[src/hdmi_packet_pkg.sv]
// ****************************************
// HDMI packet format types and constants
// ****************************************
`default_nettype none

package hdmi_packet_pkg;

    localparam int ISLAND_CLOCKS = 32;              // Pixel clocks per packet

    localparam logic [7:0] PKT_NULL = 8'h00;        // Null packet
    localparam logic [7:0] PKT_GCP  = 8'h03;        // General Control Packet
    localparam logic [7:0] PKT_AVI  = 8'h82;        // AVI InfoFrame

    typedef struct packed {
        logic [7:0] hb2;
        logic [7:0] hb1;
        logic [7:0] hb0;                            // Packet type
    } header_bytes_t;

    typedef struct packed {
        logic [2:0] spare;                          // Always zero
        logic [4:0] length;                         // Payload byte count
        logic [7:0] version;
        logic       type_msb;                       // Set for InfoFrames
        logic [6:0] type_code;
    } header_infoframe_t;

    // Same header word, seen as raw bytes or as InfoFrame fields
    typedef union packed {
        header_bytes_t     bytes;
        header_infoframe_t infoframe;
    } packet_header_u;

    typedef struct packed {
        logic [6:0][7:0] pb;                        // PB0 in low byte
    } subpacket_t;

    typedef struct packed {
        subpacket_t [3:0] sub;
        packet_header_u   header;
    } packet_t;

    typedef struct packed {
        logic [3:0][7:0] sub_ecc;                   // One BCH byte per subpacket
        logic [7:0]      header_ecc;
        packet_t         pkt;
    } coded_packet_t;

    typedef struct packed {
        logic [3:0] ch2;                            // Odd subpacket bits
        logic [3:0] ch1;                            // Even subpacket bits
        logic       ch0_not_first;                  // Channel 0 bit 3
        logic       ch0_header;                     // Channel 0 bit 2
    } island_word_t;

endpackage

`default_nettype wire

[src/hdmi_video_pkg.sv]
// ****************************************
// AVI InfoFrame field encodings
// ****************************************
`default_nettype none

package hdmi_video_pkg;

    typedef enum logic [1:0] {
        FMT_RGB       = 2'b00,
        FMT_YCBCR422  = 2'b01,
        FMT_YCBCR444  = 2'b10,
        FMT_RESERVED  = 2'b11
    } video_format_e;

    typedef enum logic [1:0] {
        COLOR_NO_DATA  = 2'b00,
        COLOR_BT601    = 2'b01,
        COLOR_BT709    = 2'b10,
        COLOR_EXTENDED = 2'b11                      // Extended colorimetry field valid
    } colorimetry_e;

    typedef enum logic [1:0] {
        ASPECT_NO_DATA  = 2'b00,
        ASPECT_4_3      = 2'b01,
        ASPECT_16_9     = 2'b10,
        ASPECT_RESERVED = 2'b11
    } aspect_ratio_e;

    typedef enum logic [1:0] {
        QUANT_DEFAULT  = 2'b00,                     // Implied by video format
        QUANT_LIMITED  = 2'b01,
        QUANT_FULL     = 2'b10,
        QUANT_RESERVED = 2'b11
    } quant_range_e;

    localparam logic [3:0] AFAR_SAME_AS_PICTURE = 4'b1000;  // Active format default

endpackage

`default_nettype wire

[src/auxiliary_video_information_info_frame.sv]
// ****************************************
// AVI InfoFrame generator
// Header, payload bytes and checksum from parameters
// ****************************************
`timescale 1ns/1ps
`default_nettype none

module auxiliary_video_information_info_frame
#(
    parameter hdmi_video_pkg::video_format_e VIDEO_FORMAT = hdmi_video_pkg::FMT_RGB,
    parameter logic       ACTIVE_FORMAT_INFO_PRESENT = 1'b0,   // Not valid
    parameter logic [1:0] BAR_INFO = 2'b00,                     // Bars not valid
    parameter logic [1:0] SCAN_INFO = 2'b00,                    // No data
    parameter hdmi_video_pkg::colorimetry_e COLORIMETRY = hdmi_video_pkg::COLOR_NO_DATA,
    parameter hdmi_video_pkg::aspect_ratio_e PICTURE_ASPECT_RATIO =
        hdmi_video_pkg::ASPECT_NO_DATA,
    parameter logic [3:0] ACTIVE_FORMAT_ASPECT_RATIO = hdmi_video_pkg::AFAR_SAME_AS_PICTURE,
    parameter logic       IT_CONTENT = 1'b0,                    // Set for unfiltered IT content
    parameter logic [2:0] EXTENDED_COLORIMETRY = 3'b000,
    parameter hdmi_video_pkg::quant_range_e RGB_QUANTIZATION_RANGE =
        hdmi_video_pkg::QUANT_DEFAULT,
    parameter logic [1:0] NON_UNIFORM_PICTURE_SCALING = 2'b00,  // No scaling
    parameter logic [6:0] VIDEO_ID_CODE = 7'd1,                 // CEA-861 VIC
    parameter logic [1:0] YCC_QUANTIZATION_RANGE = 2'b00,       // Limited
    parameter logic [1:0] CONTENT_TYPE = 2'b00,                 // No data
    parameter logic [3:0] PIXEL_REPETITION = 4'b0000            // None
)
(
    output hdmi_packet_pkg::packet_t avi_packet
);
    import hdmi_packet_pkg::*;
    import hdmi_video_pkg::*;

    localparam logic [4:0] LENGTH  = 5'd13;
    localparam logic [7:0] VERSION = 8'd2;

    // Extended field only meaningful with extended colorimetry
    localparam logic [2:0] EXT_COLORIMETRY =
        (COLORIMETRY == COLOR_EXTENDED) ? EXTENDED_COLORIMETRY : 3'b000;

    packet_header_u   header;
    logic [27:0][7:0] pb;                                       // PB0..PB27
    logic [7:0]       byte_sum;

    always_comb
    begin
        header.infoframe = '{spare: 3'b000, length: LENGTH, version: VERSION,
                             type_msb: PKT_AVI[7], type_code: PKT_AVI[6:0]};

        pb    = '0;                                             // Reserved bytes zero
        pb[1] = {1'b0, VIDEO_FORMAT, ACTIVE_FORMAT_INFO_PRESENT, BAR_INFO, SCAN_INFO};
        pb[2] = {COLORIMETRY, PICTURE_ASPECT_RATIO, ACTIVE_FORMAT_ASPECT_RATIO};
        pb[3] = {IT_CONTENT, EXT_COLORIMETRY, RGB_QUANTIZATION_RANGE,
                 NON_UNIFORM_PICTURE_SCALING};
        pb[4] = {1'b0, VIDEO_ID_CODE};
        pb[5] = {YCC_QUANTIZATION_RANGE, CONTENT_TYPE, PIXEL_REPETITION};

        if (BAR_INFO != 2'b00)
        begin
            pb[7:6]   = 16'hffff;                               // Top bar end
            pb[9:8]   = 16'h0000;                               // Bottom bar start
            pb[11:10] = 16'hffff;                               // Left bar end
            pb[13:12] = 16'h0000;                               // Right bar start
        end

        // Checksum covers header and PB0..PB13
        byte_sum = header.bytes.hb0 + header.bytes.hb1 + header.bytes.hb2;
        for (int i = 1; i < 14; i++)
            byte_sum = byte_sum + pb[i];
        pb[0] = 8'd0 - byte_sum;                                // Total sums to zero

        avi_packet.header = header;
        for (int s = 0; s < 4; s++)
            avi_packet.sub[s].pb = pb[s*7 +: 7];                // Seven bytes per subpacket
    end

endmodule

`default_nettype wire

[src/data_island_serializer.sv]
// ****************************************
// Data island serializer
// 32 channel words per coded packet
// ****************************************
`timescale 1ns/1ps
`default_nettype none

module data_island_serializer
(
    input  wire  logic                           clk_pixel,
    input  wire  logic                           arst_n,
    input  wire  hdmi_packet_pkg::coded_packet_t coded,
    input  wire  logic                           coded_strobe,
    output hdmi_packet_pkg::island_word_t        island_word,
    output logic                                 island_valid,
    output logic                                 serializer_idle
);
    import hdmi_packet_pkg::*;

    localparam logic [4:0] LAST_WORD = 5'(ISLAND_CLOCKS - 1);

    coded_packet_t    packet_q;
    logic [4:0]       word_count;
    logic [31:0]      header_bits;                          // Header plus its ECC
    logic [3:0][63:0] sub_bits;                             // Subpackets plus ECC

    // Busy from the coded strobe through the last word
    assign serializer_idle = !(island_valid || coded_strobe);

    always_ff @(posedge clk_pixel or negedge arst_n)
    begin
        if (!arst_n)
        begin
            island_valid <= 1'b0;
            word_count   <= 5'd0;
        end
        else if (coded_strobe)
        begin
            island_valid <= 1'b1;                           // Word 0 next cycle
            word_count   <= 5'd0;
        end
        else if (island_valid)
        begin
            word_count <= word_count + 5'd1;                // Wraps to 0 after last word
            if (word_count == LAST_WORD)
                island_valid <= 1'b0;
        end
    end

    always_ff @(posedge clk_pixel)
    begin
        if (coded_strobe)
            packet_q <= coded;
    end

    always_comb
    begin
        header_bits = {packet_q.header_ecc, packet_q.pkt.header};
        for (int j = 0; j < 4; j++)
            sub_bits[j] = {packet_q.sub_ecc[j], packet_q.pkt.sub[j]};

        island_word.ch0_header    = header_bits[word_count];
        island_word.ch0_not_first = (word_count != 5'd0);  // Low only on word 0
        for (int j = 0; j < 4; j++)
        begin
            island_word.ch1[j] = sub_bits[j][{word_count, 1'b0}];  // Even bit 2k
            island_word.ch2[j] = sub_bits[j][{word_count, 1'b1}];  // Odd bit 2k+1
        end
    end

endmodule

`default_nettype wire

[src/hdmi_packet_top.sv]
// ****************************************
// HDMI data island packet path top level
// ****************************************
`timescale 1ns/1ps
`default_nettype none

module hdmi_packet_top
#(
    parameter logic [6:0] VIDEO_ID_CODE = 7'd1,
    parameter hdmi_video_pkg::video_format_e VIDEO_FORMAT = hdmi_video_pkg::FMT_RGB,
    parameter hdmi_video_pkg::aspect_ratio_e PICTURE_ASPECT_RATIO =
        hdmi_video_pkg::ASPECT_NO_DATA,
    parameter logic       IT_CONTENT = 1'b0
)
(
    input  wire  logic                   clk_pixel,
    input  wire  logic                   arst_n,
    input  wire  logic                   frame_start,
    input  wire  logic                   avmute,
    input  wire  logic                   island_strobe,
    output hdmi_packet_pkg::island_word_t island_word,
    output logic                         island_valid
);
    import hdmi_packet_pkg::*;

    packet_t       avi_packet;
    packet_t       picked;
    coded_packet_t coded;
    logic          picked_strobe;
    logic          coded_strobe;
    logic          serializer_idle;

    auxiliary_video_information_info_frame #(
        .VIDEO_FORMAT         (VIDEO_FORMAT),
        .PICTURE_ASPECT_RATIO (PICTURE_ASPECT_RATIO),
        .IT_CONTENT           (IT_CONTENT),
        .VIDEO_ID_CODE        (VIDEO_ID_CODE)
    ) u_avi (
        .avi_packet (avi_packet)
    );

    packet_picker u_picker (
        .clk_pixel       (clk_pixel),
        .arst_n          (arst_n),
        .frame_start     (frame_start),
        .avmute          (avmute),
        .island_strobe   (island_strobe),
        .serializer_idle (serializer_idle),
        .avi_packet      (avi_packet),
        .picked          (picked),
        .picked_strobe   (picked_strobe)
    );

    packet_bch_ecc u_ecc (
        .clk_pixel     (clk_pixel),
        .arst_n        (arst_n),
        .picked        (picked),
        .picked_strobe (picked_strobe),
        .coded         (coded),
        .coded_strobe  (coded_strobe)
    );

    data_island_serializer u_serializer (
        .clk_pixel       (clk_pixel),
        .arst_n          (arst_n),
        .coded           (coded),
        .coded_strobe    (coded_strobe),
        .island_word     (island_word),
        .island_valid    (island_valid),
        .serializer_idle (serializer_idle)       // Back to picker
    );

endmodule

`default_nettype wire

[src/packet_bch_ecc.sv]
// ****************************************
// BCH ECC stage for header and subpackets
// ****************************************
`timescale 1ns/1ps
`default_nettype none

module packet_bch_ecc
(
    input  wire  logic                     clk_pixel,
    input  wire  logic                     arst_n,
    input  wire  hdmi_packet_pkg::packet_t picked,
    input  wire  logic                     picked_strobe,
    output hdmi_packet_pkg::coded_packet_t coded,
    output logic                           coded_strobe
);
    import hdmi_packet_pkg::*;

    localparam logic [7:0] BCH_TAPS = 8'b1000_0011;        // 1 + x^6 + x^7 + x^8 reflected

    logic [7:0]      header_ecc;
    logic [3:0][7:0] sub_ecc;

    // Bit-serial LFSR unrolled over the block, LSB first
    function automatic logic [7:0] bch_ecc(input logic [55:0] data, input int nbits);
        logic [7:0] ecc;
        ecc = 8'd0;                                         // Fresh register per block
        for (int i = 0; i < 56; i++)
        begin
            if (i < nbits)
                ecc = (ecc >> 1) ^ ((ecc[0] ^ data[i]) ? BCH_TAPS : 8'd0);
        end
        return ecc;
    endfunction

    always_comb
    begin
        header_ecc = bch_ecc({32'd0, picked.header}, 24);   // BCH(32,24)
        for (int j = 0; j < 4; j++)
            sub_ecc[j] = bch_ecc(picked.sub[j], 56);        // BCH(64,56)
    end

    always_ff @(posedge clk_pixel or negedge arst_n)
    begin
        if (!arst_n)
            coded_strobe <= 1'b0;
        else
            coded_strobe <= picked_strobe;
    end

    always_ff @(posedge clk_pixel)
    begin
        if (picked_strobe)
        begin
            coded.pkt        <= picked;
            coded.header_ecc <= header_ecc;
            coded.sub_ecc    <= sub_ecc;
        end
    end

endmodule

`default_nettype wire

[src/packet_picker.sv]
// ****************************************
// Packet picker
// Chooses AVI, GCP or Null at each island
// ****************************************
`timescale 1ns/1ps
`default_nettype none

module packet_picker
(
    input  wire  logic                     clk_pixel,
    input  wire  logic                     arst_n,
    input  wire  logic                     frame_start,     // Pulse once per frame
    input  wire  logic                     avmute,          // Level
    input  wire  logic                     island_strobe,   // Island opportunity
    input  wire  logic                     serializer_idle,
    input  wire  hdmi_packet_pkg::packet_t avi_packet,
    output hdmi_packet_pkg::packet_t       picked,
    output logic                           picked_strobe
);
    import hdmi_packet_pkg::*;

    logic    avi_pending;
    logic    gcp_pending;
    logic    avmute_q;                                      // For change detect
    logic    accept;
    packet_t gcp_packet;
    packet_t null_packet;
    packet_t next_packet;

    // Picked packet still ahead of the ECC stage also counts as in flight
    assign accept = island_strobe && serializer_idle && !picked_strobe;

    always_comb
    begin
        gcp_packet = '0;
        gcp_packet.header.bytes.hb0 = PKT_GCP;
        gcp_packet.sub[0].pb[0] = {3'b000, ~avmute, 3'b000, avmute};  // SB0 clear/set

        null_packet = '0;
        null_packet.header.bytes.hb0 = PKT_NULL;

        if (avi_pending)                                    // AVI has priority
            next_packet = avi_packet;
        else if (gcp_pending)
            next_packet = gcp_packet;
        else
            next_packet = null_packet;
    end

    always_ff @(posedge clk_pixel or negedge arst_n)
    begin
        if (!arst_n)
        begin
            avi_pending   <= 1'b0;
            gcp_pending   <= 1'b0;
            avmute_q      <= 1'b0;
            picked_strobe <= 1'b0;
        end
        else
        begin
            picked_strobe <= accept;
            avmute_q      <= avmute;

            if (frame_start)                                // New request wins over clear
                avi_pending <= 1'b1;
            else if (accept && avi_pending)
                avi_pending <= 1'b0;

            if (avmute != avmute_q)                         // Any AVMUTE edge
                gcp_pending <= 1'b1;
            else if (accept && !avi_pending && gcp_pending)
                gcp_pending <= 1'b0;
        end
    end

    always_ff @(posedge clk_pixel)
    begin
        if (accept)
            picked <= next_packet;                          // Payload only
    end

endmodule

`default_nettype wire

[config.mk]
export PLATFORM = sky130hd
export DESIGN_NAME = hdmi_packet_top
export DESIGN_NICKNAME = d
export VERILOG_FILES = /design/src/hdmi_packet_pkg.sv /design/src/hdmi_video_pkg.sv /design/src/auxiliary_video_information_info_frame.sv /design/src/data_island_serializer.sv /design/src/hdmi_packet_top.sv /design/src/packet_bch_ecc.sv /design/src/packet_picker.sv
export SDC_FILE = /design/constraint.sdc
export NUM_CORES = 1
export LEC_CHECK = 0
export BUFFER_PORTS_ARGS = -buffer_cell sky130_fd_sc_hd__buf_2
export CAP_MARGIN = 10
export CORE_ASPECT_RATIO = 2
export CORE_MARGIN = 10
export CORE_UTILIZATION = 45
export CTS_CLUSTER_SIZE = 28
export DETAILED_ROUTE_END_ITERATION = 10
export GPL_ROUTABILITY_DRIVEN = 0
export PLACE_DENSITY = 0.64
export SLEW_MARGIN = 25
export SYNTH_ARGS = -nofsm -noshare
export SYNTH_HDL_FRONTEND = slang
export SYNTH_SLANG_ARGS = --single-unit
[constraint.sdc]
create_clock -name clk_pixel -period 2.1 [get_ports clk_pixel]
set_input_delay 0.42 -clock clk_pixel [delete_from_list [all_inputs] [get_ports clk_pixel]]
set_output_delay 0.42 -clock clk_pixel [all_outputs]
set_load 0.01 [all_outputs]
==> run summary, run 1 <==
worst vdd ir: 778 uV
Post-synth EDFFs: 43
hold_ws: 0.281 ns
Post-Place Setup Slack: 0.107 ns
reg2reg start: u_picker.picked[29]$_SDFFCE_PP1P_
first-pass GRT wire length: 5380 um
Die Ht: 120 um
Ant. Diodes: 0
Cell Area, Synth: 2270 um2
# DRC: 0
worst setup margin: -0.0581 ns
vias in the first global route: 1215
post-synthesis sequential area ratio: 0.690
layout cells sized above 1: 0.189
Arr. time, crit path: 1.74 ns
PortBufs: 9
Multi-input gate area: 596 um2
Mapped Cells: 152
largest net degree at the start of global routing: 26
final non-filler cell total: 221
FF-to-FF path depth: 4
Clk Latency, worst-skew pair: 0.29 ns
initial antenna violation count: 0
TritonCTS Buffers: 5
clk buf depth: 2
DP Wirelength: 2410 um
CTS Sinks: 54
GRT overflow: 0
WS Path Type: reg2out
via count: 1113
failing checks: negative setup slack
die width: 70.2 um
Final period util: 1.03
Synth Area per Inst: 14.9 um2
post-placement cell count: 211
worst hold start: avmute
status: complete, but fails checks
# rows: 36
flop2flop setup slack: 0.50 ns
DIE AREA: 8460 um2
post-synth cell types: 35
Starting Density: 0.467
synth-to-layout area growth: 9.65%
Slew Viols, Final: 0
endpoints failing hold: 0
crit start category: flip-flop
total chip power: 3.04 mW
critical-path maximum fanout: 3
WL/cell: 14.4 um
fill cell count: 417
ANT nets after route: 0
Nets: 174
Critical R2R Capture: u_ecc.coded[257]$_DFFE_PP_
max_cap viols: 0
hold endpoint: u_picker.avmute_q$_DFF_PN0_
total core area: 4860 um2
initial DRC count: 65
min Tclk post-route: 2.16 ns
fraction of registers with async set or reset after synthesis: 0.204
GRT Total Usage: 0.0780
Critical Path, Cell by Cell: mux4_2, a2bb2oi_1, nand4_1, o311ai_2, buf_2
crit-path max cell delay: 0.52 ns
Post-synth top flop: edfxtp_1
P per Cell Area: 1220 nW/um2
Leak: 0.942 nW
Max Fclk: 463 MHz
via/cell ratio: 5.04
Reg clk slew, reported paths: 0.09 ns
I/O pin count: 16
htree depth: 2
RSZ-0062 raised after global routing: true
sequential cell area: 1570 um2
Final Skew: 0.00685 ns
CTS tree: done
Ys Warns: 0
Worst Setup End Kind: output pin
Hold Path Depth: 1
slowest CP cell: mux4_2
#FFs+latches synth: 54
total wire length: 3190 um
setup violators final: 1
worst hold path type: in2reg
CTS root buf: clkbuf_8
Worst Path Required: 1.68 ns
Detailed Routing Iterations Pass 1: 4
-- synth_stat cells, types with 2 or more instances --
cell type / count / share of area
a21o_1: 2 / 0.0066
nor2_1: 12 / 0.020
nand2_1: 4 / 0.0066
buf_4: 6 / 0.020
nand3_1: 2 / 0.0044
edfxtp_1: 43 / 0.57
o21ai_0: 2 / 0.0044
buf_6: 2 / 0.0099
nor3_1: 2 / 0.0044
inv_1: 8 / 0.013
mux2i_1: 8 / 0.035
dfrtp_1: 11 / 0.12
ha_1: 6 / 0.033
nand4_1: 4 / 0.011
nor2b_1: 3 / 0.0083
xnor2_1: 6 / 0.023
xor2_1: 5 / 0.019
buf_2: 2 / 0.0044
clkbuf_1: 8 / 0.013
-- how the worst max path moves through the flow --
stage                                                       from                                to  slack, ns  cells past startpoint
after detailed placement  u_serializer.word_count[0]$_DFFE_PN0P_                    island_word[0]       0.11                      5
after global routing      u_serializer.word_count[0]$_DFFE_PN0P_                    island_word[0]      -0.16                      6
after CTS                 u_serializer.word_count[0]$_DFFE_PN0P_                    island_word[0]      -0.08                      5
after global placement    u_serializer.word_count[0]$_DFFE_PN0P_                    island_word[0]       0.18                      5
final                     u_serializer.word_count[0]$_DFFE_PN0P_                    island_word[0]      -0.06                      5
after floorplan                     u_ecc.coded_strobe$_DFF_PN0_  u_picker.picked[0]$_SDFFCE_PP0P_       0.37                      2
-- cell families (layout without fill, tap and decap cells) --
logic type	Yosys count	count (layout)	synth area share
xor+xnor	11	11	0.0424
fa+ha+maj	6	6	0.0331
simple gates	33	33	0.0761
compound gates	11	11	0.0391
flops	54	54	0.690
buf+inv	26	32	0.0606
mux	10	10	0.0568
other cells	1	7	0.00165
-- critical path: cells and delay by family, from the launching register on --
family,cells,cell delay (ns)
AO/OA/AOI/OAI,2,0.25
buffers and inverters,1,0.16
multiplexers,1,0.52
flip-flops,1,0.41
AND/OR/NAND/NOR,1,0.11
-- layout make-up --
cell class	count	area share
timing repair buffer	16	0.0452
clock inverter	2	0.0151
multi-input combinational	78	0.239
clock buffer	6	0.0292
inverter	8	0.0121
tap	57	0.0287
sequential	54	0.630
-- state kept, by name, indices dropped and copies added, names as in the netlist, 5 cells and up --
register and count:
u_ecc.coded 19, u_serializer.header_bits 11, u_serializer.packet_q 8, u_picker.picked 5, u_serializer.word_count 5
-- timing repair --
item,4_1_cts,5_1_grt
endpoints found under the hold margin,11,0
pin swaps,1,0
hold buffers,1,0
endpoints found under the setup margin,2,3
setup buffers,1,0
gates cloned,0,0
gates resized for setup,3,4
-- per-layer routing --
metal | vias up | GRT usage | part of all wire
met5 | - | 0 | 0
met1 | 548 | 0.0635 | 0.32
met3 | 6 | 0.0188 | 0.029
li1 | 544 | - | -
met2 | 15 | 0.152 | 0.63
met4 | 0 | 0.0571 | 0.023
-- per-stage QoR --
step                      TNS [ns]  instance area [um2]  utilization
after CTS                  -0.0779                 2480        0.509
final                      -0.0581                 2490        0.512
after floorplan                  0                 2290            -
after detailed placement         0                 2340        0.481
after global routing        -0.225                 2490        0.512
after global placement           0                 2340        0.481
-- where the power goes --
| group | switching (mW) | internal [mW] |
|---|---|---|
| clock | 0.299 | 0.355 |
| sequential | 0.185 | 1.39 |
| combinational | 0.423 | 0.392 |
| total | 0.906 | 2.13 |
-- cells in the final DEF, fill, tap and decap left out, drive strengths merged, types with 2 or more instances in the layout --
cell type / n
o21ai: 2
mux4: 2
nor2b: 3
inv: 8
nor2: 12
mux2i: 8
xor2: 5
ha: 6
nor3: 2
xnor2: 6
conb: 7
nand3: 2
nand4: 4
dfrtp: 11
edfxtp: 43
buf: 15
a21o: 2
clkbuf: 6
nand2: 4
Power figures use the tool's default switching activity.
==> inputs of run 2 (changes only) <==
--- a/config.mk
+++ b/config.mk
@@ -13,7 +13,7 @@
 export CTS_CLUSTER_SIZE = 28
 export DETAILED_ROUTE_END_ITERATION = 10
 export GPL_ROUTABILITY_DRIVEN = 0
-export PLACE_DENSITY = 0.64
+export PLACE_DENSITY = 0.67
 export SLEW_MARGIN = 25
 export SYNTH_ARGS = -nofsm -noshare
 export SYNTH_HDL_FRONTEND = slang
==> constraint.sdc (replaced) <==
create_clock -name clk_pixel -period 2.1 [get_ports clk_pixel]
set_input_delay 0.315 -clock clk_pixel [delete_from_list [all_inputs] [get_ports clk_pixel]]
set_output_delay 0.315 -clock clk_pixel [all_outputs]
set_load 0.01 [all_outputs]
==> run summary, run 2 (same netlist as run 1, synthesis figures left out) <==
Arr. time, crit path: 1.71 ns
Ant. Diodes: 0
setup violators final: 0
max reg flops: 19
reg2reg start: u_serializer.word_count[0]$_DFFE_PN0P_
Clk Latency, worst-skew pair: 0.29 ns
final instance area: 2470 um2
initial DRC count: 45
# rows: 36
DP Wirelength: 2380 um
slowest CP cell: mux4_2
Worst Setup End Kind: output pin
htree depth: 2
DP Area: 2330 um2
GRT Total Usage: 0.0772
Starting Density: 0.467
Max Fclk: 493 MHz
CTS Sinks: 54
total chip power: 2.98 mW
TNS Setup: 0 ns
PortBufs: 9
FF-to-FF path depth: 6
P per Cell Area: 1200 nW/um2
I/O pin count: 16
sequential cell area: 1570 um2
TritonCTS Buffers: 5
via count: 1112
Final period util: 0.965
largest net degree at the start of global routing: 26
total core area: 4860 um2
fill cell count: 409
worst vdd ir: 915 uV
min Tclk post-route: 2.03 ns
Post-Place Setup Slack: 0.238 ns
Hold Path Depth: 1
CTS root buf: clkbuf_8
worst hold path type: in2reg
Finished Core Util: 0.509
Nets: 173
Worst Path Required: 1.78 ns
WP buf/inv: 1
worst hold start: avmute
initial antenna violation count: 0
crit start category: flip-flop
GRT overflow: 0
Slew Viols, Final: 0
Multi-input gate area: 602 um2
via/cell ratio: 5.05
clk buf depth: 2
Leak: 0.933 nW
most frequent cells in the layout: 43 x edfxtp_1, 12 x nor2_1, 9 x buf_2, 9 x dfrtp_1
layout cells sized above 1: 0.184
Critical R2R Capture: u_serializer.word_count[4]$_DFFE_PN0P_
critical path depth: 5
DIE AREA: 8460 um2
critical-path maximum fanout: 4
die width: 70.2 um
synth-to-layout area growth: 9.04%
status: complete, no violations
RSZ-0062 raised after global routing: true
Final Skew: 0.00744 ns
endpoints failing hold: 0
Detailed Routing Iterations Pass 1: 4
ANT nets after route: 0
crit-path leading delay family: multiplexers
vias in the first global route: 1177
Critical Path, Cell by Cell: mux4_2, a2bb2oi_1, nand4_1, o311ai_2, buf_2
first-pass GRT wire length: 5290 um
WL/cell: 14.4 um
CTS tree: done
flop2flop setup slack: 0.52 ns
Die Ht: 120 um
max_cap viols: 0
Reg clk slew, reported paths: 0.09 ns
# DRC: 0
commonest non-fill, non-tap cell in the layout: edfxtp_1
crit-path max cell delay: 0.50 ns
Most flops, register: u_ecc.coded
hold endpoint: u_picker.avmute_q$_DFF_PN0_
worst setup margin: 0.0727 ns
WS Path Type: reg2out
total wire length: 3170 um
[run 2: cell count changes in the layout (fill, tap and decap cells not counted)]
cell / before / now
mux4_1: 0 / 1
mux4_2: 2 / 1
a41oi_2: 0 / 1
buf_12: 1 / 0
nor2b_2: 0 / 1
a41oi_1: 1 / 0
nor2b_4: 1 / 0
[run 2: final cells by class]
| type | instances | share of cell area |
|---|---|---|
| Sequential cell | 54 | 0.634 |
| Multi-Input combinational cell | 78 | 0.243 |
| Timing Repair Buffer | 15 | 0.0374 |
| Clock buffer | 6 | 0.0293 |
| Tap cell | 57 | 0.0288 |
| Clock inverter | 2 | 0.0152 |
| Inverter | 8 | 0.0121 |
[run 2: what timing repair did]
action / in CTS / in global routing
endpoints found under the hold margin: 11 / 0
setup buffers: 1 / 0
pin swaps: 0 / 1
setup endpoints to repair: 2 / 2
gates resized for setup: 1 / 5
hold buffers: 1 / 0
[run 2: worst max path at each step]
stage	to	start
global placement	island_word[0]	u_serializer.word_count[0]$_DFFE_PN0P_
floorplan	u_picker.picked[0]$_SDFFCE_PP0P_	u_ecc.coded_strobe$_DFF_PN0_
global route	island_word[0]	u_serializer.word_count[0]$_DFFE_PN0P_
detailed placement	island_word[0]	u_serializer.word_count[0]$_DFFE_PN0P_
finish	island_word[0]	u_serializer.word_count[0]$_DFFE_PN0P_
CTS	island_word[0]	u_serializer.word_count[2]$_DFFE_PN0P_
[run 2: layer usage]
metal	vias to the layer above	wire length (um)	track usage
met5	-	0	0
met4	0	93	0.0533
met3	8	106	0.0197
met2	19	1840	0.148
met1	541	1130	0.0657
li1	544	-	-
[run 2: where the power goes]
part	total (mW)	leakage, nW	switching [mW]	internal (mW)
sequential	1.59	0.507	0.206	1.39
clock	0.658	0.0514	0.302	0.355
combinational	0.730	0.375	0.380	0.350
total	2.98	0.933	0.888	2.09
[run 2: per-stage QoR]
stage	std cells	hold WS [ns]
2_1_floorplan	158	0.0194
3_3_place_gp	210	0.192
3_5_place_dp	210	0.195
4_1_cts	220	0.164
5_1_grt	220	0.171
6_report	220	0.173
==> inputs of run 3 (changes only) <==
--- a/config.mk
+++ b/config.mk
@@ -5,6 +5,7 @@
 export SDC_FILE = /design/constraint.sdc
 export NUM_CORES = 1
 export LEC_CHECK = 0
+export ABC_AREA = 1
 export BUFFER_PORTS_ARGS = -buffer_cell sky130_fd_sc_hd__buf_2
 export CAP_MARGIN = 10
 export CORE_ASPECT_RATIO = 2
==> run summary, run 3 <==
htree depth: 2
reg2reg start: u_picker.picked[29]$_SDFFCE_PP1P_
Max Fclk: 517 MHz
critical path depth: 7
top cells by area, synth: edfxtp_1 54%, dfrtp_1 12%, nand2_1 6.1%
sw power: 1.03 mW
ANT nets after route: 0
crit-path max cell delay: 0.55 ns
Leak: 1.08 nW
layout cells sized above 1: 0.118
WP buf/inv: 2
Synth Area per Inst: 11.0 um2
Clk Latency, worst-skew pair: 0.29 ns
initial antenna violation count: 0
crit start category: flip-flop
GRT Total Usage: 0.0861
power share of the combinational group: 0.299
TNS Setup: 0 ns
worst hold path type: in2reg
switch share: 0.335
Ys Warns: 0
total wire length: 3590 um
DP Wirelength: 2780 um
Finished Core Util: 0.504
most frequent cells in the layout: 43 x edfxtp_1, 39 x nand2_1, 28 x nor2_1, 22 x inv_1, 13 x nand3_1
Arr. time, crit path: 1.62 ns
Final period util: 0.922
max_cap viols: 0
I/O pin count: 16
first-pass GRT wire length: 6160 um
slowest CP cell: dfrtp_1
Internal: 2.04 mW
commonest non-fill, non-tap cell in the layout: edfxtp_1
min Tclk post-route: 1.94 ns
CTS root buf: clkbuf_8
CP Capture Point: island_word[0]
endpoints failing hold: 0
die width: 71.6 um
critical-path maximum fanout: 9
Slew Viols, Final: 0
status: complete, no violations
max reg flops: 19
Yosys top cell by area: edfxtp_1
Ant. Diodes: 0
CTS tree: done
initial DRC count: 79
CP startpoint: u_serializer.word_count[0]$_DFFE_PN0P_
TritonCTS Buffers: 5
#FFs+latches synth: 54
Final Skew: 0.00335 ns
top cell type's share of synthesized area: 0.540
WL/cell: 12.5 um
WS Path Type: reg2out
GRT overflow: 0
total core area: 5140 um2
Nets: 241
largest net degree at the start of global routing: 22
# rows: 37
Worst Setup End Kind: output pin
Post-synth top cells: 43 x edfxtp_1, 39 x nand2_1, 28 x nor2_1, 22 x inv_1, 13 x nand3_1
hold_ws: 0.180 ns
Cell Area, Synth: 2390 um2
via count: 1435
FF-to-FF path depth: 12
Mapped Cells: 217
sequential cell area: 1570 um2
most common cell in the netlist: edfxtp_1
postcts setup bufs: 0
Post-synth EDFFs: 43
Detailed Routing Iterations Pass 1: 4
clk buf depth: 2
fraction of registers with async set or reset after synthesis: 0.204
Die Ht: 123 um
sequential share of power: 0.493
P per Cell Area: 1190 nW/um2
flop2flop setup slack: 0.27 ns
Post-synth top flop: edfxtp_1
# DRC: 0
Worst Path Required: 1.78 ns
setup violators final: 0
synth-to-layout area growth: 8.16%
DIE AREA: 8810 um2
Starting Density: 0.466
via/cell ratio: 5.00
Most flops, register: u_ecc.coded
Most common cell on crit path: nand2_1
CTS Sinks: 54
Hold Path Depth: 1
Critical Path, Cell by Cell: nand2_1, nor4_2, nor2_1, nand2_1, nand2_1, inv_1, buf_2
clock network power share: 0.207
post-synthesis sequential area ratio: 0.655
Multi-input gate area: 657 um2
vias in the first global route: 1471
fill cell count: 468
RSZ-0062 raised after global routing: false
Critical R2R Capture: u_ecc.coded[257]$_DFFE_PP_
post-synth cell types: 27
PortBufs: 9
worst vdd ir: 753 uV
Reg clk slew, reported paths: 0.08 ns
crit-path leading delay family: simple AND/OR/NAND/NOR gates
## run 3: per-layer routing
layer,track usage,routed length [um],vias up
met2,0.169,2090,28
met4,0.0669,133,0
li1,-,-,718
met3,0.0168,131,12
met1,0.0706,1240,677
met5,0,0,-
## run 3: area by class of cell
type | instances | share of cell area
clock buffer | 5 | 0.0266
sequential | 54 | 0.605
timing repair buffer | 15 | 0.0358
tap | 58 | 0.0280
clock inverter | 2 | 0.0131
multi-input combinational | 128 | 0.254
inverter | 25 | 0.0372
## run 3: worst min path at each step
stage	to	start	slack (ns)
3_5_place_dp	u_picker.avmute_q$_DFF_PN0_	arst_n	0.20
5_1_grt	u_picker.avmute_q$_DFF_PN0_	avmute	0.19
3_3_place_gp	u_picker.avmute_q$_DFF_PN0_	arst_n	0.20
4_1_cts	u_picker.avmute_q$_DFF_PN0_	avmute	0.17
2_1_floorplan	u_ecc.coded_strobe$_DFF_PN0_	arst_n	0.02
6_report	u_picker.avmute_q$_DFF_PN0_	avmute	0.18
## run 3: stage by stage
step / power, mW / setup slack (ns) / std cells / area (um2)
final: 3.07 / 0.165 / 287 / 2590
after CTS: 3.08 / 0.130 / 287 / 2580
after global placement: 2.42 / 0.346 / 279 / 2470
after global routing: 3.28 / 0.00429 / 287 / 2590
after floorplan: 2.21 / 0.302 / 223 / 2410
after detailed placement: 2.45 / 0.282 / 279 / 2470
## run 3: cells by family (layout without fill, tap and decap cells)
kind of cell	count (synthesis)	in the layout	synth area share
AOI/OAI and AO/OA	19	19	0.0424
xor gates and xnor gates	7	7	0.0256
adders and majority gates	7	7	0.0366
buffers and inverters	41	47	0.0800
DFF	54	54	0.655
other	1	7	0.00157
and+or+nand+nor	88	88	0.159
## run 3: worst register-to-register path, delay by kind of cell (launching register included)
family | cells | cell delay [ns]
adders and majority gates | 1 | 0.35
buffers and inverters | 3 | 0.20
DFF | 1 | 0.48
and+or+nand+nor | 8 | 0.56
## run 3: repair_timing
item,4_1_cts,5_1_grt
endpoints found under the hold margin,11,0
endpoints found under the setup margin,0,1
hold buffers,1,0
resized for setup,0,1
## run 3: power by group through the flow
stage | Clock (mW) | Combinational (mW) | Sequential [mW]
floorplan | 0 | 0.704 | 1.51
global placement | 0 | 0.898 | 1.52
detailed placement | 0 | 0.917 | 1.53
CTS | 0.653 | 0.922 | 1.50
global route | 0.681 | 1.07 | 1.53
finish | 0.636 | 0.918 | 1.51
